===== src/source/core_types_pkg.sv =====
// Register file and translation table sizes, imported by every block on the core side
package core_types_pkg;

    // The core has one flat file of 64 registers
    localparam int reg_count = 64;
    localparam int reg_index_width = $clog2(reg_count);
    localparam int reg_data_width = 32;

    // A stored table entry holds a physical register index
    // Zero is reserved and marks a logical index as unmapped
    localparam int map_entry_width = 16;

endpackage


===== src/source/core_register_file.sv =====
// Register file of the soft core, written and read by the DMA endpoint
`timescale 1ns/1ps

module core_register_file import core_types_pkg::*; (
    input logic clock,
    input logic reset,
    input logic write_enable,
    input logic [reg_index_width-1:0] write_index,
    input logic [reg_data_width-1:0] write_data,
    input logic [reg_index_width-1:0] read_index,
    output logic [reg_data_width-1:0] read_word
);

    logic [reg_data_width-1:0] registers [reg_count];

    always_ff @(posedge clock) begin
        if (!reset) begin
            for (int i = 0; i < reg_count; i++) begin
                registers[i] <= '0;
            end
        end else if (write_enable) begin
            registers[write_index] <= write_data;
        end
    end

    // A read of the register being written returns the new word
    always_ff @(posedge clock) begin
        if (write_enable && write_index == read_index) begin
            read_word <= write_data;
        end else begin
            read_word <= registers[read_index];
        end
    end

endmodule


===== config.mk =====
export PLATFORM = sky130hd
export DESIGN_NAME = core_register_file
export DESIGN_NICKNAME = d
export VERILOG_FILES = /design/src/source/core_types_pkg.sv /design/src/source/core_register_file.sv
export SDC_FILE = /design/constraint.sdc
export NUM_CORES = 2
export LEC_CHECK = 0
export ABC_AREA = 1
export BUFFER_PORTS_ARGS = -buffer_cell sky130_fd_sc_hd__buf_4
export CORE_ASPECT_RATIO = 0.8
export CORE_MARGIN = 8
export CORE_UTILIZATION = 45
export DETAILED_ROUTE_END_ITERATION = 10
export SYNTH_ARGS = -nofsm -noshare
export SYNTH_HDL_FRONTEND = slang
export SYNTH_SLANG_ARGS = --single-unit

===== constraint.sdc =====
create_clock -name clock -period 5.8 [get_ports clock]
set_clock_uncertainty 0.1 [all_clocks]
set_input_delay 0.58 -clock clock [delete_from_list [all_inputs] [get_ports clock]]
set_output_delay 0.58 -clock clock [all_outputs]
set_load 0.005 [all_outputs]

==> metrics.md <==
| Metric | Value |
|---|---|
| R2R cell count | `8` |
| Via count of the first global-routing pass | `approximately 65000` |
| Critical path, cell by cell | `buf_4 -> nand2_1 -> nor4_4 -> nand2_1 -> buf_4 -> nand2_1 -> buf_4` |
| Worst reg2reg setup slack | `3.43 ns` |
| Count of standard-cell rows | `149` |
| Data arrival time at the worst-slack endpoint | `4.42 ns` |
| TritonCTS Sinks | `2080` |
| Final net count | `9251` |
| Setup tns final | `0 ns` |
| Dominant cell by count in the synthesized netlist | `nand2_1` |
| P per Cell Area | `327 nW/um^2` |
| Layout-stage area growth over the synthesis result | `10.2%` |
| Number of flops mapped to enable cells by yosys | `approximately 2000` |
| Relative max-transition margin | `17.7%` |
| Area fraction in compound gates after synthesis | `0%` |
| Async S/R FF share, synth | `0%` |
| Crit Path Category | `in2reg` |
| Most numerous cell types in the synthesized netlist | `nand2_1, nor2_1, edfxtp_1` |
| I/O pin count | `slightly below 80` |
| Number of cells on the worst hold path | `2` |
| Tightest Pin Transition | `about 1.2 ns` |
| Cell Area, Synth | `92500 um^2` |
| Hold wc startpoint | `reset` |
| Hold buffer count at cts | `32` |
| IR drop worst, VDD | `about 0.32 mV` |
| Post-layout worst setup margin | `about 1.8 ns` |
| Critical Path Sink Type | `register` |
| Ratio of final minimum period to clock period | `68.8%` |
| Post-cts gate resize count | `0` |
| #FFs+latches synth | `2080` |
| Number of buffers inserted to repair setup after CTS | `0` |
| Library cell used as clock root buffer | `clkbuf_16` |
| Max_cap viols | `0` |
| FMAX | `250 MHz` |
| Aggregate routed wire length | `approximately 310000 um` |
| Unrepaired setup endpoints after global routing | `no` |
| Insertion delay to the later sink of the worst-skew pair | `between 0.8 and 0.9 ns` |
| Main combinational cell family by area after synthesis | `simple AND/OR/NAND/NOR gates` |
| Number of buffers created by CTS | `199` |
| Routability cong. | `0.917` |
| Buffers added on ports | `a little under 80` |
| Crit path largest cell delay | `between 0.9 and 1 ns` |
| Placed Area | `95300 um^2` |
| Seq/Total Area, Yosys | `between 60% and 70%` |
| Nets in the synthesized netlist | `9554` |
| Antenna Nets Post-Route | `0` |
| Ratio of cells with drive above 1 in the final layout | `6.74%` |
| Multiplexer share of the synthesized area | `0%` |
| Global-route wire length before repair | `445000 um` |
| Beginning of the worst register-to-register path | `registers[32][8]$_SDFFCE_PN0P_` |
| Cell types with the largest area share after synthesis | `edfxtp_1, nand2_1, nand3_1` |
| Worst hold endpoint | `registers[49][24]$_SDFFCE_PN0P_` |
| Via count | `70300` |
| Final setup vio count | `0` |
| Yosys warning count | `0` |
| Pin count of the biggest net entering global routing | `220` |
| Top Family by Delay on Critical Path | `simple AND/OR/NAND/NOR gates` |
| Slowest library cell on the worst path | `nor4_4` |
| Initial antenna violation count | `10` |
| Combined buffer and inverter count along the critical path | `3` |
| Cell type contributing the most total cell area after synthesis | `edfxtp_1` |
| Worst-path clk slew | `about 0.060 ns` |
| Reported leakage power | `39.3 nW` |
| Worst Setup Start Kind | `input port` |
| Die span in x | `523 um` |
| Post-synthesis simple-gate area fraction | `29.1%` |
| Clock Tree Buf Depth | `3` |
| Post-layout min period | `3.99 ns` |
| Status | `completed` |
| CORE AREA | `slightly above 200000 um^2` |
| Chip Height | `421 um` |
| Unique masters post-synth | `18` |
| Drt via density | `5.81` |
| Area share of fa/ha/maj cells after synthesis | `0%` |
| Core utilization of the finished layout | `49.7%` |
| Biggest fanout along the worst timing path | `33` |
| Reg2reg end | `read_word[8]$_DFF_P_` |
| Final Instance Area | `102000 um^2` |
| Count of final hold-check violations | `0` |
| Total power | `33.4 mW` |
| Area enclosed by the die boundary | `220000 um^2` |
| Fin. max-slew vios | `0` |
| Gate Count Post-Synth | `9507` |
| GRT Util Overall | `27.0%` |
| Top cell type's share of synthesized area | `66.5%` |
| Synth Flop Type | `edfxtp_1` |
| Pre-CTS WS | `approximately 1.1 ns` |
| Remaining design rule violation count | `0` |
| Parity-gate share of the synthesized area counting xor and xnor cells | `less than 1%` |
| Aggregate global routing overflow | `0` |
| Depth of the CTS H-tree | `4` |
| Hpwl dp | `between 150000 and 200000 um` |
| CP required | `6.23 ns` |
| Syn Area/Cell | `9.73 um^2` |
| Initial Util | `45.1%` |
| Router iterations before antenna repair | `6` |
| Iteration-0 DRC Markers | `10200` |
| TritonCTS clock tree | `built` |
| Average routed wire per standard cell | `25.6 um` |
| HP Class | `in2reg` |
==> metal layers <==
metal / GRT usage [%] / vias up / part of all wire [%]
li1: - / 31300 / -
met2: 41.3 / 4135 / 45
met5: 0 / - / 0.030
met4: 9.44 / 2 / 3.9
met1: 37.6 / 34300 / 40
met3: 6.71 / 570 / 12
==> placed cells by master (no fill, tap or decap) <==
| cell | Yosys | final |
|---|---|---|
| nand2_1 | 2619 | 2619 |
| nor4_4 | 0 | 2 |
| clkinv_16 | 0 | 1 |
| dlygate4sd3_1 | 0 | 32 |
| nor4_2 | 8 | 6 |
| clkbuf_8 | 0 | 3 |
| nor3_1 | 9 | 8 |
| clkinv_8 | 0 | 3 |
| clkbuf_16 | 0 | 205 |
| inv_1 | 7 | 5 |
| nor3_2 | 1 | 2 |
| nor4b_1 | 1 | 1 |
| inv_8 | 0 | 3 |
| clkinv_1 | 0 | 56 |
| dfxtp_1 | 32 | 32 |
| buf_4 | 0 | 287 |
| nor2_1 | 2056 | 2056 |
| nor3b_1 | 1 | 1 |
| clkinvlp_4 | 0 | 2 |
| diode_2 | 0 | 5 |
| clkbuf_1 | 760 | 38 |
| inv_2 | 38 | 24 |
| buf_12 | 0 | 20 |
| nor4_1 | 1 | 1 |
| edfxtp_1 | 2048 | 2048 |
| buf_8 | 0 | 3 |
| nand3_1 | 1833 | 1833 |
| bufinv_16 | 0 | 15 |
| clkinv_2 | 0 | 51 |
| xor2_1 | 1 | 1 |
| inv_6 | 0 | 3 |
| nand4_1 | 6 | 6 |
| inv_4 | 0 | 1 |
==> registers in the layout, summed over array words and instances (netlist names) <==
register   cells
read_word     32
registers   2048
==> cells by family after synthesis <==
logic type / count (synthesis)
flip-flops: 2080
XOR/XNOR: 1
AND/OR/NAND/NOR: 6535
buffers and inverters: 891
==> worst max path at each step <==
stage / startpoint / endpoint / slack, ns / cells after the start
after detailed placement: reset / registers[36][20]$_SDFFCE_PN0P_ / 1.05 / 7
final: reset / registers[36][10]$_SDFFCE_PN0P_ / 1.81 / 7
after CTS: reset / registers[36][10]$_SDFFCE_PN0P_ / 1.93 / 7
after global placement: reset / registers[36][21]$_SDFFCE_PN0P_ / 1.14 / 7
after floorplan: write_index[0] / registers[19][0]$_SDFFCE_PN0P_ / 2.81 / 6
after global routing: reset / registers[36][10]$_SDFFCE_PN0P_ / 1.78 / 7
==> cell type report <==
cell class              instances  area [um^2]
inverters                      45          209
fillers                     18500       103000
flip-flops and latches       2080        62100
well taps                    2718         3400
diodes                          5         12.5
clock inverters               119          976
repair buffers                342         2920
multi-input cells            6536        27000
clock buffers                 246         5310
==> stage by stage <==
step	hold WS [ns]	instances
after floorplan	0.590	9507
after global placement	0.699	11700
after detailed placement	0.698	11700
after CTS	0.218	12100
after global routing	0.254	12100
final	0.273	12100
==> power breakdown <==
group / internal [mW] / switching [mW] / leakage (nW)
clock: 7.14 / 5.77 / 3.09
combinational: 0.675 / 2.31 / 16.5
sequential: 17.3 / 0.222 / 19.7
total: 25.1 / 8.30 / 39.3
(Power assumes the default switching activity.)
