==> src/source/core_types_pkg.sv <==
// Register file and translation table sizes, imported by every block on the core side
package core_types_pkg;

    // The core has one flat file of 64 registers
    localparam int reg_count = 64;
    localparam int reg_index_width = $clog2(reg_count);
    localparam int reg_data_width = 32;

    // A stored table entry holds a physical register index
    // Zero is reserved and marks a logical index as unmapped
    localparam int map_entry_width = 16;

endpackage

==> src/source/endpoint_bus_pkg.sv <==
// Host bus widths and the control register layout, imported by the bus side of the endpoint
package endpoint_bus_pkg;

    localparam int bus_address_width = 8;
    localparam int bus_data_width = 32;

    // Word address of the control register
    localparam logic [bus_address_width-1:0] control_address = '0;

    // Each half of the control word is one field
    localparam int control_field_width = 16;

    // A bus word, taken either as plain data or as the control fields
    typedef union packed {
        logic [bus_data_width-1:0] raw;
        struct packed {
            logic [control_field_width-1:0] program_size;
            logic [control_field_width-1:0] n_channels;
        } fields;
    } control_word_u;

endpackage

==> src/source/reg_stream_if.sv <==
// Valid/ready stream of register accesses, instantiated once per link between endpoint blocks
`timescale 1ns/1ps

interface reg_stream_if import core_types_pkg::*; ();

    // A transfer happens on an edge where valid and ready are both high
    logic valid;
    logic ready;
    logic [reg_index_width-1:0] dest;
    logic [reg_data_width-1:0] data;

    // The master holds valid, dest and data steady until the transfer
    modport master (
        output valid,
        output dest,
        output data,
        input ready
    );

    modport slave (
        input valid,
        input dest,
        input data,
        output ready
    );

endinterface

==> src/source/bus_slave_port.sv <==
// Host bus front end of the DMA endpoint; turns bus strobes into register access streams
`timescale 1ns/1ps

module bus_slave_port import core_types_pkg::*, endpoint_bus_pkg::*; (
    input logic clock,
    input logic reset,
    input logic [bus_address_width-1:0] bus_address,
    input logic bus_write,
    input logic bus_read,
    input logic [bus_data_width-1:0] bus_write_data,
    output logic bus_ready,
    output logic [bus_data_width-1:0] bus_read_data,
    output logic bus_read_valid,
    reg_stream_if.master write_stream,
    reg_stream_if.master read_request,
    input logic [bus_data_width-1:0] read_data,
    input logic read_valid
);

    enum logic [1:0] {idle, write_pending, read_pending, read_wait} state;

    logic [reg_index_width-1:0] dest_q;
    logic [bus_data_width-1:0] data_q;

    // Only one access is in flight, so the bus stalls until it is done
    assign bus_ready = (state == idle);

    assign write_stream.valid = (state == write_pending);
    assign write_stream.dest = dest_q;
    assign write_stream.data = data_q;

    assign read_request.valid = (state == read_pending);
    assign read_request.dest = dest_q;
    assign read_request.data = '0;

    always_ff @(posedge clock) begin
        if (!reset) begin
            state <= idle;
            bus_read_valid <= 1'b0;
        end else begin
            bus_read_valid <= 1'b0;
            case (state)
                idle: begin
                    // A write strobe wins if both arrive together
                    if (bus_write) begin
                        state <= write_pending;
                    end else if (bus_read) begin
                        state <= read_pending;
                    end
                end
                write_pending: begin
                    if (write_stream.ready) begin
                        state <= idle;
                    end
                end
                read_pending: begin
                    if (read_request.ready) begin
                        state <= read_wait;
                    end
                end
                read_wait: begin
                    if (read_valid) begin
                        bus_read_valid <= 1'b1;
                        state <= idle;
                    end
                end
                default: state <= idle;
            endcase
        end
    end

    // Address and data are captured while idle and then held for the stream
    always_ff @(posedge clock) begin
        if (state == idle) begin
            dest_q <= bus_address[reg_index_width-1:0];
            data_q <= bus_write_data;
        end
        if (state == read_wait && read_valid) begin
            bus_read_data <= read_data;
        end
    end

endmodule

==> src/flat_wrapper.sv <==
// flat-port wrapper written by rule: the top's interface ports become plain ports
module bus_slave_port_flat import core_types_pkg::*, endpoint_bus_pkg::*;
  (clock, reset, bus_address, bus_write, bus_read, bus_write_data, bus_ready, bus_read_data, bus_read_valid, read_data, read_valid, write_stream_valid, write_stream_dest, write_stream_data, write_stream_ready, read_request_valid, read_request_dest, read_request_data, read_request_ready);
  reg_stream_if write_stream_i ();
  reg_stream_if read_request_i ();
  input logic clock;
  input logic reset;
  input logic [bus_address_width-1:0] bus_address;
  input logic bus_write;
  input logic bus_read;
  input logic [bus_data_width-1:0] bus_write_data;
  output logic bus_ready;
  output logic [bus_data_width-1:0] bus_read_data;
  output logic bus_read_valid;
  input logic [bus_data_width-1:0] read_data;
  input logic read_valid;
  output wire logic [$bits(write_stream_i.valid)-1:0] write_stream_valid;
  output wire logic [$bits(write_stream_i.dest)-1:0] write_stream_dest;
  output wire logic [$bits(write_stream_i.data)-1:0] write_stream_data;
  input wire logic [$bits(write_stream_i.ready)-1:0] write_stream_ready;
  output wire logic [$bits(read_request_i.valid)-1:0] read_request_valid;
  output wire logic [$bits(read_request_i.dest)-1:0] read_request_dest;
  output wire logic [$bits(read_request_i.data)-1:0] read_request_data;
  input wire logic [$bits(read_request_i.ready)-1:0] read_request_ready;
  assign write_stream_valid = write_stream_i.valid;
  assign write_stream_dest = write_stream_i.dest;
  assign write_stream_data = write_stream_i.data;
  assign write_stream_i.ready = write_stream_ready;
  assign read_request_valid = read_request_i.valid;
  assign read_request_dest = read_request_i.dest;
  assign read_request_data = read_request_i.data;
  assign read_request_i.ready = read_request_ready;
  bus_slave_port u_core (.clock(clock), .reset(reset), .bus_address(bus_address), .bus_write(bus_write), .bus_read(bus_read), .bus_write_data(bus_write_data), .bus_ready(bus_ready), .bus_read_data(bus_read_data), .bus_read_valid(bus_read_valid), .write_stream(write_stream_i), .read_request(read_request_i), .read_data(read_data), .read_valid(read_valid));
endmodule
==> config.mk <==
export PLATFORM = sky130hd
export DESIGN_NAME = bus_slave_port_flat
export DESIGN_NICKNAME = d
export VERILOG_FILES = /design/src/source/core_types_pkg.sv /design/src/source/endpoint_bus_pkg.sv /design/src/source/reg_stream_if.sv /design/src/source/bus_slave_port.sv /design/src/flat_wrapper.sv
export SDC_FILE = /design/constraint.sdc
export NUM_CORES = 1
export LEC_CHECK = 0
export ABC_AREA = 1
export BUFFER_PORTS_ARGS = -buffer_cell sky130_fd_sc_hd__buf_2
export CAP_MARGIN = 20
export CORE_AREA = 4 4 85 87
export CTS_BUF_LIST = sky130_fd_sc_hd__clkbuf_4 sky130_fd_sc_hd__clkbuf_8
export DETAILED_ROUTE_END_ITERATION = 10
export DIE_AREA = 0 0 89 91
export GPL_ROUTABILITY_DRIVEN = 0
export PLACE_DENSITY = 0.88
export REMOVE_ABC_BUFFERS = 1
export SLEW_MARGIN = 20
export SYNTH_ARGS = -nofsm -noshare
export SYNTH_HDL_FRONTEND = slang
export SYNTH_SLANG_ARGS = --single-unit
==> constraint.sdc <==
create_clock -name clock -period 2.5 [get_ports clock]
set_input_delay 0.5 -clock clock [delete_from_list [all_inputs] [get_ports clock]]
set_output_delay 0.5 -clock clock [all_outputs]
set_load 0.02 [all_outputs]
==> impl_metrics.tcl, run 1 <==
set metrics [dict create \
    fin_skew_ns 0.007797 \
    finalSetupViolCount 0 \
    post-cts-setup-buffers 0 \
    critPathLaunchType "flop" \
    pwr_density_cell_nw_per_um2 859.1 \
    postSynthRegisterBits 73 \
    yosys-top-cells-area "edfxtp_1, buf_4, dfxtp_1, nand2_1, nand3_2" \
    worst-setup-path-type "flop to primary output" \
    netlist_area_um2 2591 \
    cp_slowest_stage_delay_ns 0.48 \
    clk_pin_slew_worst_paths_ns 0.08 \
    final_nets 381 \
    timing.final.crit_share 0.6743 \
    start_util 0.4081 \
    syn-instance-count 139 \
    antenna_left 0 \
    utilization 0.5511 \
    yosysUniqueCellTypes 16 \
    n_antenna_cell 0 \
    p_leak_nw 1.600 \
    grt_max_degree 34 \
    arrival_ns 1.19 \
    status "finished clean" \
    die_y_um 91 \
    grt_pass1_vias 1587 \
    vias 1614 \
    rows 29 \
    endpoint_kind "primary output" \
    postCtsResizedCells 0 \
    ios 191 \
    synth_xor_area_frac 0 \
    synth-simple-area-share 0.04297 \
    synth.most_common_cell "edfxtp_1" \
    io_buffers 156 \
    crit_family "flip-flops" \
    clock_sinks 73 \
    vias_per_cell 4.203 \
    peakVddDrop_mv 0.5177 \
    cts_tree "done" \
    first_pass_iters 4 \
    antenna_found_initial 0 \
    dieArea_um2 8099 \
    period_needed_ns 1.686 \
    netlist.area_leader.share 0.8112 \
    synth_compound_area_frac 0.003863 \
    postLayoutCellArea_um2 3500 \
    place_area_um2 3333 \
    drive_gt1_frac 0.6026 \
    grt_setup_unrepaired "false" \
    synth-edff-count 70 \
    worst-path-buf-inv 2 \
    ys_warn_count 0 \
    cts_root_buffer "clkbuf_8" \
    finalWirelength_um 5799 \
    hpwl_um 4636 \
    cap_violations 0 \
    critPathRequiredTime_ns 2.00 \
    muxShareOfSynthArea 0 \
    synthArstFlopShare 0 \
    finalHoldViolCount 0 \
    synth_flop_cell "edfxtp_1" \
    die_w_um 89 \
    synth_fa_ha_area_frac 0 \
    core_area_um2 6350 \
    area_delta_synth_final_pct 35.06 \
    cp_slowest_cell "dfxtp_1" \
    drt_iter0_markers 30 \
    track_usage 0.1359 \
    synth_top_area_cell "edfxtp_1" \
    numCtsBuffers 9 \
    crit_fanout 5 \
    avgSynthCellArea_um2 18.64 \
    grt_overflow 0 \
    synth_top_family_by_area "buffers and inverters" \
    drc 0 \
    hold_class "input pin to flop" \
    drv_slew 0 \
    synthTopCellsByCount "edfxtp_1, buf_4, nand2_1" \
    grt_pass1_wl_um 8079 \
    timing.fmax_mhz 593.2 \
    seq_area_frac_synth 0.8344 \
    fin_setup_tns_ns 0 \
    htreeDepth 3 \
    wl_per_cell_um 15.10 \
    hold_buffers 0 \
    clockBufferDepth 2 \
    cp_cell_sequence "inv_2, nor2_1, buf_2" \
    clk_latency_ns 0.33 \
]
-- sequential cells by signal, indices dropped and copies added (netlist names) --
register                  count
u_core.bus_read_valid         1
u_core.state                  2
u_core.bus_read_data         32
u_core.read_request.dest      6
u_core.write_stream.data     32
-- where the power goes --
group | leakage (nW) | switching, mW | internal, mW
clock network | 0.0869 | 0.404 | 0.364
registers | 0.690 | 0.0515 | 1.54
logic | 0.823 | 0.462 | 0.187
-- layer usage --
| layer | share of wire | GRT usage | routed length, um |
|---|---|---|---|
| met5 | 0 | 0 | 0 |
| met2 | 0.55 | 0.2494 | 3161 |
| met3 | 0.13 | 0.04977 | 729 |
| met1 | 0.32 | 0.1395 | 1853 |
| met4 | 0.0095 | 0.04467 | 55 |
-- final cells by class --
type | instances | area (um2)
fillers | 508 | 2850
repair buffers | 159 | 803.3
clock buffers | 10 | 131.4
flip-flops and latches | 73 | 2162
well taps | 77 | 96.34
inverters | 5 | 18.77
clock inverters | 6 | 35.03
multi-input cells | 54 | 252.7
-- path summary, 6_finish.rpt --
kind	startpoint	endpoint	slack [ns]	cells past startpoint
worst max register to register	u_core.state[1]	u_core.bus_read_data[1]	0.99	3
worst min register to register	u_core.state[1]	u_core.state[0]	0.69	3
worst min-delay path	bus_address[2]	u_core.read_request.dest[2]	0.34	1
worst max-delay path	u_core.state[0]	write_stream_valid	0.81	3
-- cell usage in the layout, fill, tap and decap left out --
| master | instances |
|---|---|
| nand2_2 | 2 |
| buf_4 | 3 |
| clkbuf_4 | 1 |
| clkinv_2 | 3 |
| inv_2 | 3 |
| nand3_1 | 2 |
| a21oi_1 | 1 |
| clkinv_1 | 1 |
| nand2_1 | 6 |
| inv_1 | 2 |
| and2_1 | 1 |
| dfxtp_1 | 3 |
| nor2_4 | 1 |
| conb_1 | 32 |
| clkbuf_8 | 9 |
| clkinvlp_4 | 1 |
| nor2_1 | 3 |
| nand3_2 | 2 |
| edfxtp_1 | 70 |
| nor2_2 | 2 |
| clkinv_4 | 1 |
| buf_2 | 156 |
| o21ai_0 | 1 |
| nor3_4 | 1 |
-- logic make-up after synthesis --
logic type	after synthesis
AOI/OAI and AO/OA	2
other	1
buffers and inverters	43
DFF	73
and+or+nand+nor	20
-- stage by stage --
step | hold slack (ns) | total power, mW | instances | worst slack (ns)
final | 0.3375 | 3.007 | 384 | 0.8143
after global routing | 0.3058 | 3.159 | 384 | 0.7146
after detailed placement | 0.6778 | 2.277 | 368 | 0.9685
after floorplan | 0.5989 | 1.998 | 132 | 0.2458
after CTS | 0.3176 | 3.047 | 384 | 0.7936
after global placement | 0.6621 | 2.254 | 368 | 1.022
Power figures use the tool's default switching activity.
==> run 2: changes to the inputs <==
Clock period 2.5 ns to 1.73 ns, I/O delays scaled along.
==> run 2 against run 1 <==
Effect of this change: utilization rose by 1.1 points; sequential power rose by 45%; cell count did not move; global-route usage fell by 0.077 points; hold slack got worse by 0.15 ns; largest cell class unchanged; setup slack got worse by 0.65 ns; critical endpoint is now read_request_valid; largest power group unchanged; clock skew barely moved; combinational power rose by 49%; total power rose by 55%; sequential share of layout area fell by 1.2 points; clock-buffer cell count fell by 1.
==> impl_metrics.tcl, run 2 (synthesis gave the netlist of run 1 again) <==
set metrics [dict create \
    status "finished clean" \
    cts_tree "done" \
    hpwl_um 4521 \
    worst-setup-path-type "flop to primary output" \
    crit_fanout 6 \
    htreeDepth 3 \
    drt_iter0_markers 39 \
    critPathRequiredTime_ns 1.38 \
    core_area_um2 6350 \
    fin_skew_ns 0.008270 \
    io_buffers 156 \
    drv_slew 0 \
    grt_setup_unrepaired "false" \
    die_y_um 91 \
    fin_cells 384 \
    area_delta_synth_final_pct 37.66 \
    grt_max_degree 34 \
    timing.final.crit_share 0.9061 \
    wl_per_cell_um 15.02 \
    utilization 0.5618 \
    cts_root_buffer "clkbuf_8" \
    pwr_density_cell_nw_per_um2 1304 \
    dp.cells 368 \
    p_leak_nw 1.625 \
    postCtsResizedCells 0 \
    final_common_cell "buf_2" \
    critPathLaunchType "flop" \
    clock_sinks 73 \
    hold_buffers 0 \
    finalWirelength_um 5769 \
    final_cell_mix "buf_2, edfxtp_1, conb_1" \
    place_area_um2 3358 \
    numCtsBuffers 9 \
    die_w_um 89 \
    endpoint_kind "primary output" \
    dpl_worst_slack_ns 0.3529 \
    antenna_found_initial 0 \
    n_antenna_cell 0 \
    first_pass_iters 4 \
    grt_overflow 0 \
    vias_per_cell 4.180 \
    clk_pin_slew_worst_paths_ns 0.08 \
    period_needed_ns 1.568 \
    drc 0 \
    fin_hold_ws_ns 0.1830 \
    grt_pass1_vias 1596 \
    hold_class "input pin to flop" \
    postLayoutCellArea_um2 3567 \
    clockBufferDepth 2 \
    finalSetupViolCount 0 \
    cap_violations 0 \
    post-cts-setup-buffers 0 \
    timing.fmax_mhz 637.9 \
    vias 1605 \
    grt_pass1_wl_um 8017 \
    ios 191 \
    start_util 0.4081 \
    setup_ws_ns 0.1624 \
    rows 29 \
    clk_latency_ns 0.33 \
    final_nets 381 \
    arrival_ns 1.22 \
    finalHoldViolCount 0 \
    drive_gt1_frac 0.5993 \
    track_usage 0.1351 \
    antenna_left 0 \
    peakVddDrop_mv 0.9907 \
    dieArea_um2 8099 \
]
-- run 2: changes by cell type in the layout (fill, tap and decap cells not counted), sizes merged --
cell	change
clkinv	-1
clkbuf	-1
bufinv	+2
-- run 2: power by group --
group	internal (mW)	switching, mW
combinational	0.292	0.673
clock	0.797	0.592
sequential	2.22	0.0759
-- run 2: final cells by class --
type | instances | area (um2)
clock inverters | 7 | 85.08
fillers | 506 | 2783
well taps | 77 | 96.34
flip-flops and latches | 73 | 2162
clock buffers | 9 | 123.9
multi-input cells | 54 | 252.7
inverters | 5 | 18.77
repair buffers | 159 | 828.3
-- run 2: critical path, stage by stage, from the launching register on --
cell     delay (ns)
dfxtp_1        0.50
inv_2          0.12
nor2_1         0.11
buf_2          0.17
-- run 2: layer usage --
metal / up-vias / routed length (um) / GRT usage
met1: 732 / 1877 / 0.1323
met4: 0 / 101 / 0.07444
met5: - / 0 / 0
li1: 752 / - / -
met2: 110 / 3045 / 0.2475
met3: 11 / 744 / 0.03801
-- run 2: worst paths after layout --
kind / start / to / slack [ns] / cells past startpoint
hold reg to reg: u_core.state[1] / u_core.state[0] / 0.71 / 3
setup / recovery: u_core.state[1] / read_request_valid / 0.16 / 3
hold / removal: read_data[12] / u_core.bus_read_data[12] / 0.18 / 1
setup reg to reg: u_core.state[1] / u_core.bus_read_data[1] / 0.36 / 3
-- run 2: stage by stage --
| stage | setup TNS (ns) | power (mW) |
|---|---|---|
| finish | 0 | 4.652 |
| global route | 0 | 4.853 |
| global placement | 0 | 3.282 |
| CTS | 0 | 4.700 |
| floorplan | -27.31 | 2.887 |
| detailed placement | 0 | 3.316 |
