===== config.mk =====
export PLATFORM = sky130hd
export DESIGN_NAME = dma_endpoint_flat
export DESIGN_NICKNAME = d
export VERILOG_FILES = /design/src/source/core_types_pkg.sv /design/src/source/endpoint_bus_pkg.sv /design/src/source/reg_stream_if.sv /design/src/source/dma_endpoint.sv /design/src/flat_wrapper.sv
export SDC_FILE = /design/constraint.sdc
export NUM_CORES = 1
export LEC_CHECK = 0
export BUFFER_PORTS_ARGS = -buffer_cell sky130_fd_sc_hd__buf_2
export CELL_PAD_IN_SITES_DETAIL_PLACEMENT = 2
export CELL_PAD_IN_SITES_GLOBAL_PLACEMENT = 2
export CORE_MARGIN = 10
export CORE_UTILIZATION = 24
export DETAILED_ROUTE_END_ITERATION = 16
export GPL_TIMING_DRIVEN = 0
export MAX_ROUTING_LAYER = met4
export PLACE_DENSITY = 0.89
export SYNTH_ARGS = -nofsm -noshare
export SYNTH_HDL_FRONTEND = slang
export SYNTH_SLANG_ARGS = --single-unit

===== constraint.sdc =====
create_clock -name clock -period 3.1 [get_ports clock]
set_clock_uncertainty 0.1 [all_clocks]
set_input_delay 0.155 -clock clock [delete_from_list [all_inputs] [get_ports clock]]
set_output_delay 0.155 -clock clock [all_outputs]
set_load 0.02 [all_outputs]

===== src/source/core_types_pkg.sv =====
// Register file and translation table sizes, imported by every block on the core side
package core_types_pkg;

    // The core has one flat file of 64 registers
    localparam int reg_count = 64;
    localparam int reg_index_width = $clog2(reg_count);
    localparam int reg_data_width = 32;

    // A stored table entry holds a physical register index
    // Zero is reserved and marks a logical index as unmapped
    localparam int map_entry_width = 16;

endpackage


===== src/source/endpoint_bus_pkg.sv =====
// Host bus widths and the control register layout, imported by the bus side of the endpoint
package endpoint_bus_pkg;

    localparam int bus_address_width = 8;
    localparam int bus_data_width = 32;

    // Word address of the control register
    localparam logic [bus_address_width-1:0] control_address = '0;

    // Each half of the control word is one field
    localparam int control_field_width = 16;

    // A bus word, taken either as plain data or as the control fields
    typedef union packed {
        logic [bus_data_width-1:0] raw;
        struct packed {
            logic [control_field_width-1:0] program_size;
            logic [control_field_width-1:0] n_channels;
        } fields;
    } control_word_u;

endpackage


===== src/source/reg_stream_if.sv =====
// Valid/ready stream of register accesses, instantiated once per link between endpoint blocks
`timescale 1ns/1ps

interface reg_stream_if import core_types_pkg::*; ();

    // A transfer happens on an edge where valid and ready are both high
    logic valid;
    logic ready;
    logic [reg_index_width-1:0] dest;
    logic [reg_data_width-1:0] data;

    // The master holds valid, dest and data steady until the transfer
    modport master (
        output valid,
        output dest,
        output data,
        input ready
    );

    modport slave (
        input valid,
        input dest,
        input data,
        output ready
    );

endinterface


===== src/source/dma_endpoint.sv =====
// Arbitrates host bus and DMA stream accesses to the core register file and holds the control word
`timescale 1ns/1ps

module dma_endpoint import core_types_pkg::*, endpoint_bus_pkg::*; (
    input logic clock,
    input logic reset,
    reg_stream_if.slave bus_write,
    reg_stream_if.slave bus_read_request,
    reg_stream_if.slave dma_write,
    reg_stream_if.slave dma_read_request,
    reg_stream_if.master dma_read_response,
    output logic [bus_data_width-1:0] read_data,
    output logic read_valid,
    output logic [reg_index_width-1:0] write_lookup_index,
    output logic [reg_index_width-1:0] read_lookup_index,
    input logic [map_entry_width-1:0] write_lookup_entry,
    input logic [map_entry_width-1:0] read_lookup_entry,
    output logic write_enable,
    output logic [reg_index_width-1:0] write_index,
    output logic [reg_data_width-1:0] write_data,
    output logic [reg_index_width-1:0] read_index,
    input logic [reg_data_width-1:0] read_word,
    output logic [control_field_width-1:0] n_channels,
    output logic [control_field_width-1:0] program_size
);

    enum logic [1:0] {idle, bus_read, stream_wait, stream_hold} read_state;

    control_word_u bus_word;
    control_word_u control_word_q;

    logic dma_first_q;
    logic dma_write_grant;
    logic bus_write_grant;
    logic bus_write_control;

    logic read_unmapped_q;
    logic read_control_q;
    logic read_valid_q;
    logic [bus_data_width-1:0] read_data_q;
    logic [reg_data_width-1:0] response_data_q;
    logic [reg_index_width-1:0] response_dest_q;

    // The DMA side always goes through the table
    assign write_lookup_index = dma_write.dest;
    assign read_lookup_index = dma_read_request.dest;

    // On contention only the stream that has priority sees ready
    assign dma_write.ready = !bus_write.valid || dma_first_q;
    assign bus_write.ready = !dma_write.valid || !dma_first_q;
    assign dma_write_grant = dma_write.valid && dma_write.ready;
    assign bus_write_grant = bus_write.valid && bus_write.ready;

    assign bus_word = bus_write.data;
    assign bus_write_control = (bus_write.dest == reg_index_width'(control_address));

    always_ff @(posedge clock) begin
        if (!reset) begin
            write_enable <= 1'b0;
            dma_first_q <= 1'b0;
            control_word_q <= '0;
        end else begin
            write_enable <= 1'b0;
            if (dma_write_grant) begin
                // Unmapped DMA writes are accepted and then dropped
                write_enable <= (write_lookup_entry != '0);
            end else if (bus_write_grant && !bus_write_control) begin
                write_enable <= 1'b1;
            end
            if (bus_write_grant && bus_write_control) begin
                control_word_q.fields <= bus_word.fields;
            end
            if (bus_write.valid && dma_write.valid) begin
                dma_first_q <= !dma_first_q;
            end
        end
    end

    always_ff @(posedge clock) begin
        if (dma_write_grant) begin
            write_index <= write_lookup_entry[reg_index_width-1:0];
            write_data <= dma_write.data;
        end else begin
            write_index <= bus_write.dest;
            write_data <= bus_word.raw;
        end
    end

    assign n_channels = control_word_q.fields.n_channels;
    assign program_size = control_word_q.fields.program_size;

    // Register file is addressed straight from the request that wins in idle,
    // so read_word is ready one edge after acceptance
    assign read_index = dma_read_request.valid ? read_lookup_entry[reg_index_width-1:0]
                                               : bus_read_request.dest;

    assign dma_read_request.ready = (read_state == idle);
    assign bus_read_request.ready = (read_state == idle) && !dma_read_request.valid;

    assign dma_read_response.valid = (read_state == stream_hold);
    assign dma_read_response.data = response_data_q;
    assign dma_read_response.dest = response_dest_q;

    assign read_data = read_data_q;
    assign read_valid = read_valid_q;

    always_ff @(posedge clock) begin
        if (!reset) begin
            read_state <= idle;
            read_valid_q <= 1'b0;
        end else begin
            read_valid_q <= 1'b0;
            case (read_state)
                idle: begin
                    if (dma_read_request.valid) begin
                        read_state <= stream_wait;
                    end else if (bus_read_request.valid) begin
                        read_state <= bus_read;
                    end
                end
                stream_wait: read_state <= stream_hold;
                stream_hold: begin
                    if (dma_read_response.ready) begin
                        read_state <= idle;
                    end
                end
                bus_read: begin
                    read_valid_q <= 1'b1;
                    read_state <= idle;
                end
                default: read_state <= idle;
            endcase
        end
    end

    always_ff @(posedge clock) begin
        if (read_state == idle) begin
            read_unmapped_q <= (read_lookup_entry == '0);
            read_control_q <= (bus_read_request.dest == reg_index_width'(control_address));
            response_dest_q <= dma_read_request.dest;
        end
        // Response data is captured once and held until it is taken
        if (read_state == stream_wait) begin
            response_data_q <= read_unmapped_q ? '0 : read_word;
        end
        if (read_state == bus_read) begin
            read_data_q <= read_control_q ? control_word_q.raw : read_word;
        end
    end

endmodule


===== src/flat_wrapper.sv =====
// flat-port wrapper written by rule: the top's interface ports become plain ports
module dma_endpoint_flat import core_types_pkg::*, endpoint_bus_pkg::*;
  (clock, reset, read_data, read_valid, write_lookup_index, read_lookup_index, write_lookup_entry, read_lookup_entry, write_enable, write_index, write_data, read_index, read_word, n_channels, program_size, bus_write_valid, bus_write_dest, bus_write_data, bus_write_ready, bus_read_request_valid, bus_read_request_dest, bus_read_request_data, bus_read_request_ready, dma_write_valid, dma_write_dest, dma_write_data, dma_write_ready, dma_read_request_valid, dma_read_request_dest, dma_read_request_data, dma_read_request_ready, dma_read_response_valid, dma_read_response_dest, dma_read_response_data, dma_read_response_ready);
  reg_stream_if bus_write_i ();
  reg_stream_if bus_read_request_i ();
  reg_stream_if dma_write_i ();
  reg_stream_if dma_read_request_i ();
  reg_stream_if dma_read_response_i ();
  input logic clock;
  input logic reset;
  output logic [bus_data_width-1:0] read_data;
  output logic read_valid;
  output logic [reg_index_width-1:0] write_lookup_index;
  output logic [reg_index_width-1:0] read_lookup_index;
  input logic [map_entry_width-1:0] write_lookup_entry;
  input logic [map_entry_width-1:0] read_lookup_entry;
  output logic write_enable;
  output logic [reg_index_width-1:0] write_index;
  output logic [reg_data_width-1:0] write_data;
  output logic [reg_index_width-1:0] read_index;
  input logic [reg_data_width-1:0] read_word;
  output logic [control_field_width-1:0] n_channels;
  output logic [control_field_width-1:0] program_size;
  input wire logic [$bits(bus_write_i.valid)-1:0] bus_write_valid;
  input wire logic [$bits(bus_write_i.dest)-1:0] bus_write_dest;
  input wire logic [$bits(bus_write_i.data)-1:0] bus_write_data;
  output wire logic [$bits(bus_write_i.ready)-1:0] bus_write_ready;
  input wire logic [$bits(bus_read_request_i.valid)-1:0] bus_read_request_valid;
  input wire logic [$bits(bus_read_request_i.dest)-1:0] bus_read_request_dest;
  input wire logic [$bits(bus_read_request_i.data)-1:0] bus_read_request_data;
  output wire logic [$bits(bus_read_request_i.ready)-1:0] bus_read_request_ready;
  input wire logic [$bits(dma_write_i.valid)-1:0] dma_write_valid;
  input wire logic [$bits(dma_write_i.dest)-1:0] dma_write_dest;
  input wire logic [$bits(dma_write_i.data)-1:0] dma_write_data;
  output wire logic [$bits(dma_write_i.ready)-1:0] dma_write_ready;
  input wire logic [$bits(dma_read_request_i.valid)-1:0] dma_read_request_valid;
  input wire logic [$bits(dma_read_request_i.dest)-1:0] dma_read_request_dest;
  input wire logic [$bits(dma_read_request_i.data)-1:0] dma_read_request_data;
  output wire logic [$bits(dma_read_request_i.ready)-1:0] dma_read_request_ready;
  output wire logic [$bits(dma_read_response_i.valid)-1:0] dma_read_response_valid;
  output wire logic [$bits(dma_read_response_i.dest)-1:0] dma_read_response_dest;
  output wire logic [$bits(dma_read_response_i.data)-1:0] dma_read_response_data;
  input wire logic [$bits(dma_read_response_i.ready)-1:0] dma_read_response_ready;
  assign bus_write_i.valid = bus_write_valid;
  assign bus_write_i.dest = bus_write_dest;
  assign bus_write_i.data = bus_write_data;
  assign bus_write_ready = bus_write_i.ready;
  assign bus_read_request_i.valid = bus_read_request_valid;
  assign bus_read_request_i.dest = bus_read_request_dest;
  assign bus_read_request_i.data = bus_read_request_data;
  assign bus_read_request_ready = bus_read_request_i.ready;
  assign dma_write_i.valid = dma_write_valid;
  assign dma_write_i.dest = dma_write_dest;
  assign dma_write_i.data = dma_write_data;
  assign dma_write_ready = dma_write_i.ready;
  assign dma_read_request_i.valid = dma_read_request_valid;
  assign dma_read_request_i.dest = dma_read_request_dest;
  assign dma_read_request_i.data = dma_read_request_data;
  assign dma_read_request_ready = dma_read_request_i.ready;
  assign dma_read_response_valid = dma_read_response_i.valid;
  assign dma_read_response_dest = dma_read_response_i.dest;
  assign dma_read_response_data = dma_read_response_i.data;
  assign dma_read_response_i.ready = dma_read_response_ready;
  dma_endpoint u_core (.clock(clock), .reset(reset), .bus_write(bus_write_i), .bus_read_request(bus_read_request_i), .dma_write(dma_write_i), .dma_read_request(dma_read_request_i), .dma_read_response(dma_read_response_i), .read_data(read_data), .read_valid(read_valid), .write_lookup_index(write_lookup_index), .read_lookup_index(read_lookup_index), .write_lookup_entry(write_lookup_entry), .read_lookup_entry(read_lookup_entry), .write_enable(write_enable), .write_index(write_index), .write_data(write_data), .read_index(read_index), .read_word(read_word), .n_channels(n_channels), .program_size(program_size));
endmodule

==> impl_metrics.csv, run 1 <==
group,metric,value,unit
status,run_status,"finished, final reports clean",
synthesis,syn-cell-area,5720,um2
setup_path,critical_path_peak_fanout,10,
route,wirelength,29900,um
route,vias_per_cell,4.29,
global_route,antenna_found_initial,1,
placed_design,placedInstanceArea,7770,um2
clocking,htree_levels,4,
placed_design,pre_cts_ws,0.971,ns
route,route.detailed.drc,0,
clocking,cts_resized,0,
floorplanning,die_area,30400,um2
setup_path,cpMostUsedCell,"buf_2",
global_route,grt_pass1_vias,6689,
layout,drive_above_1_share,44.3,%
setup_path,r2r_slack,0.45,ns
placed_design,portBuffers,316,
layout,ff_latch_area,3660,um2
layout,fin_util,42.1,%
setup_path,cpPeakStageDelay,0.62,ns
sta,whs,0.0336,ns
layout,design_area,9880,um2
global_route,grt_pass1_wl,44500,um
setup_path,cp_slowest_cell,"dlygate4sd3_1",
layout,final-instance-count-excl-fill,1246,
setup_path,crit_buf_inv,3,
sta,finalMaxSlewViolations,0,
setup_path,setup.worst_path.class,"register to register",
clocking,cts_max_path_buffers,2,
clocking,cts.sinks,147,
synthesis,avgSynthCellArea,13.5,um2
sta,slew_headroom,46.6,%
clocking,clkSlewWorstSetupHoldPaths,0.07,ns
sta,rsz0062_at_grt,"false",
placed_design,place_congestion,0.738,
floorplanning,ios,388,
clocking,worstSkewPairLatency,0.42,ns
clocking,cts_root_buf,"clkbuf_16",
sta,tightest_slew,0.799,ns
global_route,grt_overflow_total,0,
synthesis,ys_warn_count,0,
floorplanning,rows,56,
sta,final_hold_viol_count,0,
route,drtIter0Drc,222,
layout,fill_cells,2466,
placed_design,hpwl,19800,um
global_route,grt_max_degree,19,
pwr,ir_drop,272,uV
layout,area_delta_synth_final,72.8,%
setup_path,startpoint_type,"register",
layout,num-nets-final,1136,
min_path,hold_class,"input pin to register",
synthesis,ys_types,29,
floorplanning,die_y,174,um
clocking,cts_setup_buffers,0,
layout,multi_input_area,1870,um2
synthesis,synthCells,423,
setup_path,end_kind,"register",
floorplanning,core-area,23500,um2
sta,finalWorstSetupSlack,0.449,ns
sta,fin_crit,2.65,ns
pwr,total_power,5.20,mW
route,post_drt_wl_per_cell,24.0,um
clocking,numCtsBuffers,17,
setup_path,crit_arrival,2.84,ns
sta,fin_tns_setup,0,ns
synthesis,synth_edf_count,72,
synthesis,synth_ff_type,"dfxtp_1",
clocking,tritoncts,"yes",
placed_design,placed_cells,1060,
flow_run,cap_violations,0,
synthesis,async_reset_ff_share,0,%
global_route,grtUsageTotal,20.0,%
sta,setup_violations,0,
synthesis,syn_nets,646,
clocking,postCtsHoldBufs,153,
pwr,p_leak,4.30,nW
floorplanning,die_w,174,um
route,first_pass_iters,4,
setup_path,path_cells,"nand2b_1 -> nand2_1 -> buf_2 -> buf_2 -> mux2_1 -> dlygate4sd3_1",
synthesis,synth-seq-cells,147,
setup_path,cp_top_family,"buffers and inverters",
sta,fmax,0.377,GHz
synthesis,synth.yosys.seq_area_share,64.0,%
floorplanning,initial_core_util,24.4,%
setup_path,crit_required,3.29,ns
sta,fin_crit_sh,85.5,%
route,vias,5345,
route,drtAntennaViolNets,0,
pwr,power_density,526,nW/um2
==> logic make-up after synthesis <==
family	Yosys count	share of synthesized area, %
AOI/OAI and AO/OA	6	0.787
xor gates and xnor gates	1	0.153
buffers and inverters	36	3.63
DFF	147	64.0
muxes	108	20.6
and+or+nand+nor	125	10.8
==> cell type report <==
class / count / share of cell area, %
Tap cell: 319 / 4.04
Clock inverter: 11 / 0.861
Sequential cell: 147 / 37.1
Antenna cell: 1 / 0.0253
Clock buffer: 21 / 4.99
Multi-Input combinational cell: 240 / 18.9
Timing Repair Buffer: 471 / 32.1
Inverter: 2 / 0.0759
Buffer: 34 / 2.03
==> state kept, by name (all words and copies together), names as in the netlist <==
name                           cells
u_core.control_word_q             32
u_core.dma_read_response.data     32
u_core.read_data                  32
u_core.write_data                 32
u_core.dma_read_response.dest      6
u_core.write_index                 6
u_core.read_state                  2
u_core.dma_first_q                 1
u_core.read_control_q              1
u_core.read_unmapped_q             1
u_core.read_valid                  1
u_core.write_enable                1
==> report_power, final <==
part	total (mW)	switching, mW	internal [mW]
logic	0.936	0.508	0.428
registers	2.22	0.0464	2.17
clock network	2.04	0.884	1.16
total	5.20	1.44	3.76
==> final timing paths <==
check                                         start                                endpoint  cells past startpoint
max reg2reg         u_core.dma_first_q$_SDFFE_PN0P_           u_core.write_data[18]$_DFF_P_                      6
min reg2reg  u_core.control_word_q[13]$_SDFFE_PN0P_  u_core.control_word_q[13]$_SDFFE_PN0P_                      2
min                           write_lookup_entry[8]          u_core.write_enable$_SDFF_PN0_                      4
max                 u_core.dma_first_q$_SDFFE_PN0P_           u_core.write_data[18]$_DFF_P_                      6
==> cells in the mapped netlist (6+ instances only) <==
master	count	area, um2
buf_4	12	90.1
clkbuf_1	9	33.8
nor2_1	7	26.3
edfxtp_1	72	2160
mux2_2	38	428
mux2_1	38	428
nor2b_1	33	206
buf_1	6	22.5
dfxtp_1	75	1500
nor4_1	8	50.1
mux2i_1	32	320
nand2_1	67	251
==> layer usage <==
layer	share of wire, %	GRT usage (%)
met1	35	18.8
met2	57	38.8
met4	2.4	6.38
met3	5.0	4.83
met5	0	-
==> placed cells by master, fill, tap and decap left out, drive strengths merged <==
cell	synthesis	final
clkinvlp	0	1
nor2b	33	33
a21oi	2	2
xor2	1	1
or4	1	1
nor2	7	7
diode	0	1
mux2	76	76
clkinv	0	3
mux2i	32	32
and2	1	1
edfxtp	72	72
nand2b	1	1
dfxtp	75	75
a41o	1	1
a211oi	1	1
and4	1	1
inv	2	9
a21boi	1	1
nor3	3	3
nand4	1	1
dlygate4sd3	0	153
nand2	67	67
nor4	9	9
nor4b	1	1
buf	25	343
clkbuf	9	30
a21bo	1	1
==> worst min-delay path, delay by kind of cell <==
kind	cells	cell delay (ns)
buffers and inverters	1	0.09
AO/OA/AOI/OAI	1	0.16
AND/OR/NAND/NOR	2	0.11
(Power assumes the default switching activity.)
==> run 2: changes to the inputs <==
Settings changed: ABC_CLOCK_PERIOD_IN_PS set to 3100, PLACE_DENSITY 0.89 to unset, PLACE_DENSITY_LB_ADDON set to 0.1.
==> impl_metrics.csv, run 2 (synthesis results as in run 1) <==
group,metric,value,unit
global_route,grt_max_degree,23,
layout,drive_above_1_share,44.2,%
pwr,power_density,521,nW/um2
clocking,cts_root_buf,"clkbuf_16",
sta,setup_violations,0,
floorplanning,rows,56,
global_route,grtUsageTotal,17.4,%
route,route.detailed.drc,0,
status,run_status,"finished, final reports clean",
placed_design,hpwl,18500,um
global_route,grt_overflow_total,0,
sta,rsz0062_at_grt,"false",
floorplanning,core-area,23500,um2
sta,fin_crit_sh,77.3,%
route,first_pass_iters,5,
route,drtIter0Drc,164,
clocking,worstSkewPairLatency,0.43,ns
placed_design,place_congestion,0.727,
route,vias_per_cell,4.17,
placed_design,pre_cts_ws,1.05,ns
sta,tightest_slew,0.755,ns
pwr,total_power,5.16,mW
flow_run,cap_violations,0,
sta,finalMaxSlewViolations,0,
pwr,ir_drop,318,uV
placed_design,placedInstanceArea,7760,um2
route,vias,5218,
setup_path,end_kind,"register",
setup_path,setup.worst_path.class,"register to register",
floorplanning,ios,388,
pwr,p_leak,4.30,nW
setup_path,startpoint_type,"register",
clocking,tritoncts,"yes",
sta,finalWorstSetupSlack,0.704,ns
setup_path,crit_required,3.31,ns
setup_path,crit_arrival,2.61,ns
sta,slew_headroom,49.5,%
pwr,p_int,3.73,mW
setup_path,critical_path_peak_fanout,10,
floorplanning,die_area,30400,um2
sta,fmax,0.417,GHz
layout,design_area,9890,um2
sta,final_hold_viol_count,0,
clocking,cts_max_path_buffers,2,
min_path,hold_class,"input pin to register",
layout,final_common_cell,"buf_2",
pwr,p_sw_share,27.8,%
layout,num-nets-final,1138,
pwr,seq_power_share,42.9,%
floorplanning,initial_core_util,24.4,%
sta,fin_crit,2.40,ns
global_route,grt_pass1_vias,6298,
clocking,htree_levels,4,
route,wirelength,26100,um
layout,area_delta_synth_final,72.9,%
pwr,pwr-share-clk,39.7,%
placed_design,placed_cells,1060,
placed_design,portBuffers,316,
layout,layout_common_cells,"buf_2 (320), dlygate4sd3_1 (155), dfxtp_1 (75), edfxtp_1 (72), nand2_1 (67)",
clocking,clkSlewWorstSetupHoldPaths,0.07,ns
clocking,numCtsBuffers,17,
layout,final-instance-count-excl-fill,1250,
route,post_drt_wl_per_cell,20.8,um
route,drtAntennaViolNets,0,
floorplanning,die_y,174,um
floorplanning,die_w,174,um
global_route,antenna_found_initial,4,
pwr,p_sw,1.43,mW
global_route,grt_pass1_wl,39100,um
clocking,cts.sinks,147,
pwr,pwr-share-comb,17.5,%
-- run 2: cell count changes in the layout (fill, tap and decap cells not counted), sizes merged --
cell / delta
clkbuf: -4
clkinvlp: +2
diode: +2
dlygate4sd3: +2
bufinv: +1
inv: +1
-- run 2: layout make-up --
| class | instances | area, um2 |
|---|---|---|
| repair buffers | 473 | 3180 |
| clock buffers | 17 | 425 |
| well taps | 319 | 399 |
| diodes | 3 | 7.51 |
| plain buffers | 34 | 200 |
| clock inverters | 15 | 144 |
| flip-flops and latches | 147 | 3660 |
| fillers | 2489 | 13600 |
| inverters | 2 | 7.51 |
| multi-input cells | 240 | 1870 |
-- run 2: stage by stage --
stage	utilization (%)	TNS, ns	hold slack (ns)
after floorplan	-	0	0.154
after global placement	32.8	-37.04	0.249
after detailed placement	33.1	0	0.251
after CTS	42.1	0	0.00932
after global routing	42.1	0	0.0177
final	42.1	0	0.0182
-- run 2: repair_timing --
item | 4_1_cts | 5_1_grt
hold buffers | 155 | 0
gates resized for setup | 0 | 0
setup endpoints to repair | 0 | 0
buffers inserted | 0 | 0
endpoints found under the hold margin | 146 | 0
-- run 2: power by group through the flow --
stage          clock network (mW)  logic, mW  registers [mW]
2_1_floorplan                   0      0.236            2.39
3_3_place_gp                    0      0.695            2.25
3_5_place_dp                    0      0.725            2.25
4_1_cts                      2.12      0.905            2.21
5_1_grt                      2.20      0.975            2.22
6_report                     2.05      0.901            2.21
-- run 2: path summary, 6_finish.rpt --
kind | from | end | slack [ns] | depth (start not counted)
max | u_core.dma_first_q$_SDFFE_PN0P_ | u_core.write_data[18]$_DFF_P_ | 0.70 | 6
min | bus_write_dest[5] | u_core.control_word_q[29]$_SDFFE_PN0P_ | 0.02 | 3
max reg2reg | u_core.dma_first_q$_SDFFE_PN0P_ | u_core.write_data[18]$_DFF_P_ | 0.70 | 6
min reg2reg | u_core.control_word_q[12]$_SDFFE_PN0P_ | u_core.control_word_q[12]$_SDFFE_PN0P_ | 0.38 | 2
-- run 2: metal layers --
metal / vias up / global-route usage (%) / part of all wire (%)
li1: 2476 / - / -
met1: 2519 / 17.6 / 38
met2: 209 / 30.5 / 52
met3: 14 / 7.30 / 8.5
met4: 0 / 4.03 / 0.93
met5: - / - / 0
-- run 2: critical path: stages, from the launching register on --
cell and delay [ns]:
dfxtp_1 0.34, nand2b_1 0.19, nand2_1 0.09, buf_2 0.27, buf_2 0.36, mux2_1 0.37, dlygate4sd3_1 0.58
==> run 3: changes to the inputs <==
Settings changed: ABC_CLOCK_PERIOD_IN_PS 3100 to 2400.
Clock period 3.1 ns to 2.4 ns, I/O delays scaled along.
==> impl_metrics.csv, run 3 (synthesis results as in run 1) <==
group,metric,value,unit
status,run_status,"finished, final reports clean",
global_route,grtUsageTotal,17.3,%
floorplanning,core-area,23500,um2
clocking,clkSlewWorstSetupHoldPaths,0.07,ns
sta,tightest_slew,0.763,ns
setup_path,crit_required,2.61,ns
sta,finalWorstSetupSlack,0.153,ns
sta,slew_headroom,48.9,%
route,vias_per_cell,4.19,
layout,ff_latch_area,3660,um2
clocking,worstSkewPairLatency,0.43,ns
setup_path,r2r_end,"u_core.write_data[28]$_DFF_P_",
global_route,antenna_found_initial,3,
route,first_pass_iters,4,
setup_path,cpPeakStageDelay,0.58,ns
setup_path,reg2reg_depth,6,
sta,setup_violations,0,
setup_path,timing.rr.start,"u_core.dma_first_q$_SDFFE_PN0P_",
sta,final_hold_viol_count,0,
route,route.detailed.drc,0,
layout,final-instance-count-excl-fill,1242,
route,drtAntennaViolNets,0,
pwr,power_density,676,nW/um2
route,vias,5206,
sta,finalMaxSlewViolations,0,
clocking,tritoncts,"yes",
setup_path,path_cells,"nand2b_1 -> nand2_1 -> clkbuf_4 -> clkbuf_4 -> mux2_1 -> dlygate4sd3_1",
setup_path,cp_top_family,"buffers and inverters",
setup_path,critical_path_peak_fanout,10,
sta,rsz0062_at_grt,"false",
pwr,p_leak,4.28,nW
setup_path,setup.worst_path.class,"register to register",
setup_path,crit_buf_inv,3,
floorplanning,initial_core_util,24.4,%
layout,drive_above_1_share,44.5,%
floorplanning,die_area,30400,um2
flow_run,cap_violations,0,
global_route,grt_overflow_total,0,
sta,fin_crit_sh,93.6,%
floorplanning,rows,56,
placed_design,hpwl,18500,um
min_path,hold_path_end,"u_core.read_unmapped_q$_DFFE_PP_",
placed_design,placed_cells,1060,
clocking,cts_max_path_buffers,2,
setup_path,r2r_slack,0.15,ns
placed_design,pre_cts_ws,0.354,ns
clocking,cts_setup_buffers,0,
setup_path,cpMostUsedCell,"clkbuf_4",
sta,whs,0.0372,ns
clocking,htree_levels,4,
sta,fin_crit,2.25,ns
setup_path,cp_slowest_cell,"dlygate4sd3_1",
sta,fmax,0.445,GHz
placed_design,portBuffers,316,
min_path,hold_depth,3,
layout,multi_input_area,1870,um2
placed_design,place_congestion,0.727,
clocking,numCtsBuffers,17,
route,drtIter0Drc,160,
pwr,ir_drop,409,uV
global_route,grt_pass1_wl,38900,um
floorplanning,ios,388,
route,post_drt_wl_per_cell,20.8,um
min_path,hp-start,"read_lookup_entry[14]",
clocking,cts_root_buf,"clkbuf_16",
min_path,hold_class,"input pin to register",
layout,final_common_cell,"buf_2",
global_route,grt_max_degree,23,
setup_path,crit_arrival,2.46,ns
route,wirelength,25900,um
clocking,cts.sinks,147,
sta,fin_tns_setup,0,ns
global_route,grt_pass1_vias,6237,
setup_path,startpoint_type,"register",
layout,fill_cells,2477,
floorplanning,die_w,174,um
layout,area_delta_synth_final,71.7,%
floorplanning,die_y,174,um
setup_path,end_kind,"register",
layout,num-nets-final,1131,
layout,layout_common_cells,"buf_2 (318), dlygate4sd3_1 (148), dfxtp_1 (75), edfxtp_1 (72), nand2_1 (67)",
run 3: repair_timing:
| item | CTS | global route |
|---|---|---|
| resized for setup | 0 | 2 |
| endpoints found under the setup margin | 0 | 10 |
| hold buffers | 148 | 0 |
| endpoints found under the hold margin | 146 | 0 |
run 3: per-stage QoR:
stage,area (um2),power (mW),utilization (%)
2_1_floorplan,5720,3.39,-
3_3_place_gp,7700,3.81,32.8
3_5_place_dp,7760,3.85,33.1
4_1_cts,9820,6.74,41.8
5_1_grt,9830,6.95,41.9
6_report,9830,6.65,41.9
run 3: layer usage:
metal	GRT usage, %	part of all wire [%]	up-vias
li1	-	-	2459
met1	17.8	39	2523
met4	3.92	1.0	0
met3	7.06	8.2	14
met2	30.2	52	210
met5	-	0	-
run 3: cell type report:
type | count | area share, %
diodes | 2 | 0.0509
multi-input cells | 240 | 19.0
well taps | 319 | 4.06
inverters | 2 | 0.0764
repair buffers | 466 | 31.7
clock inverters | 15 | 1.46
clock buffers | 17 | 4.33
flip-flops and latches | 147 | 37.3
plain buffers | 34 | 2.09
run 3: worst max path at each step:
stage	startpoint	end	slack [ns]	cells after the start
finish	u_core.dma_first_q$_SDFFE_PN0P_	u_core.write_data[28]$_DFF_P_	0.15	6
detailed placement	u_core.read_control_q$_DFFE_PP_	u_core.read_data[14]$_DFFE_PP_	0.35	3
global placement	u_core.read_state[1]$_SDFFE_PN0P_	u_core.dma_read_response.data[18]$_SDFFCE_PP0P_	-1.29	1
floorplan	u_core.read_state[1]$_SDFFE_PN0P_	u_core.dma_read_response.data[0]$_SDFFCE_PP0P_	0.01	1
CTS	u_core.dma_first_q$_SDFFE_PN0P_	u_core.write_data[26]$_DFF_P_	0.05	6
global route	reset	u_core.control_word_q[30]$_SDFFE_PN0P_	0.004	7
run 3: worst min-delay path, stage by stage:
cell	delay, ns
buf_2	0.08
nor4_1	0.03
and4_1	0.15
run 3: report_power, final:
part           internal (mW)  switching [mW]  total, mW
Combinational          0.539           0.611       1.15
Clock                   1.46            1.18       2.64
Sequential              2.81          0.0496       2.86
Total                   4.80            1.84       6.65
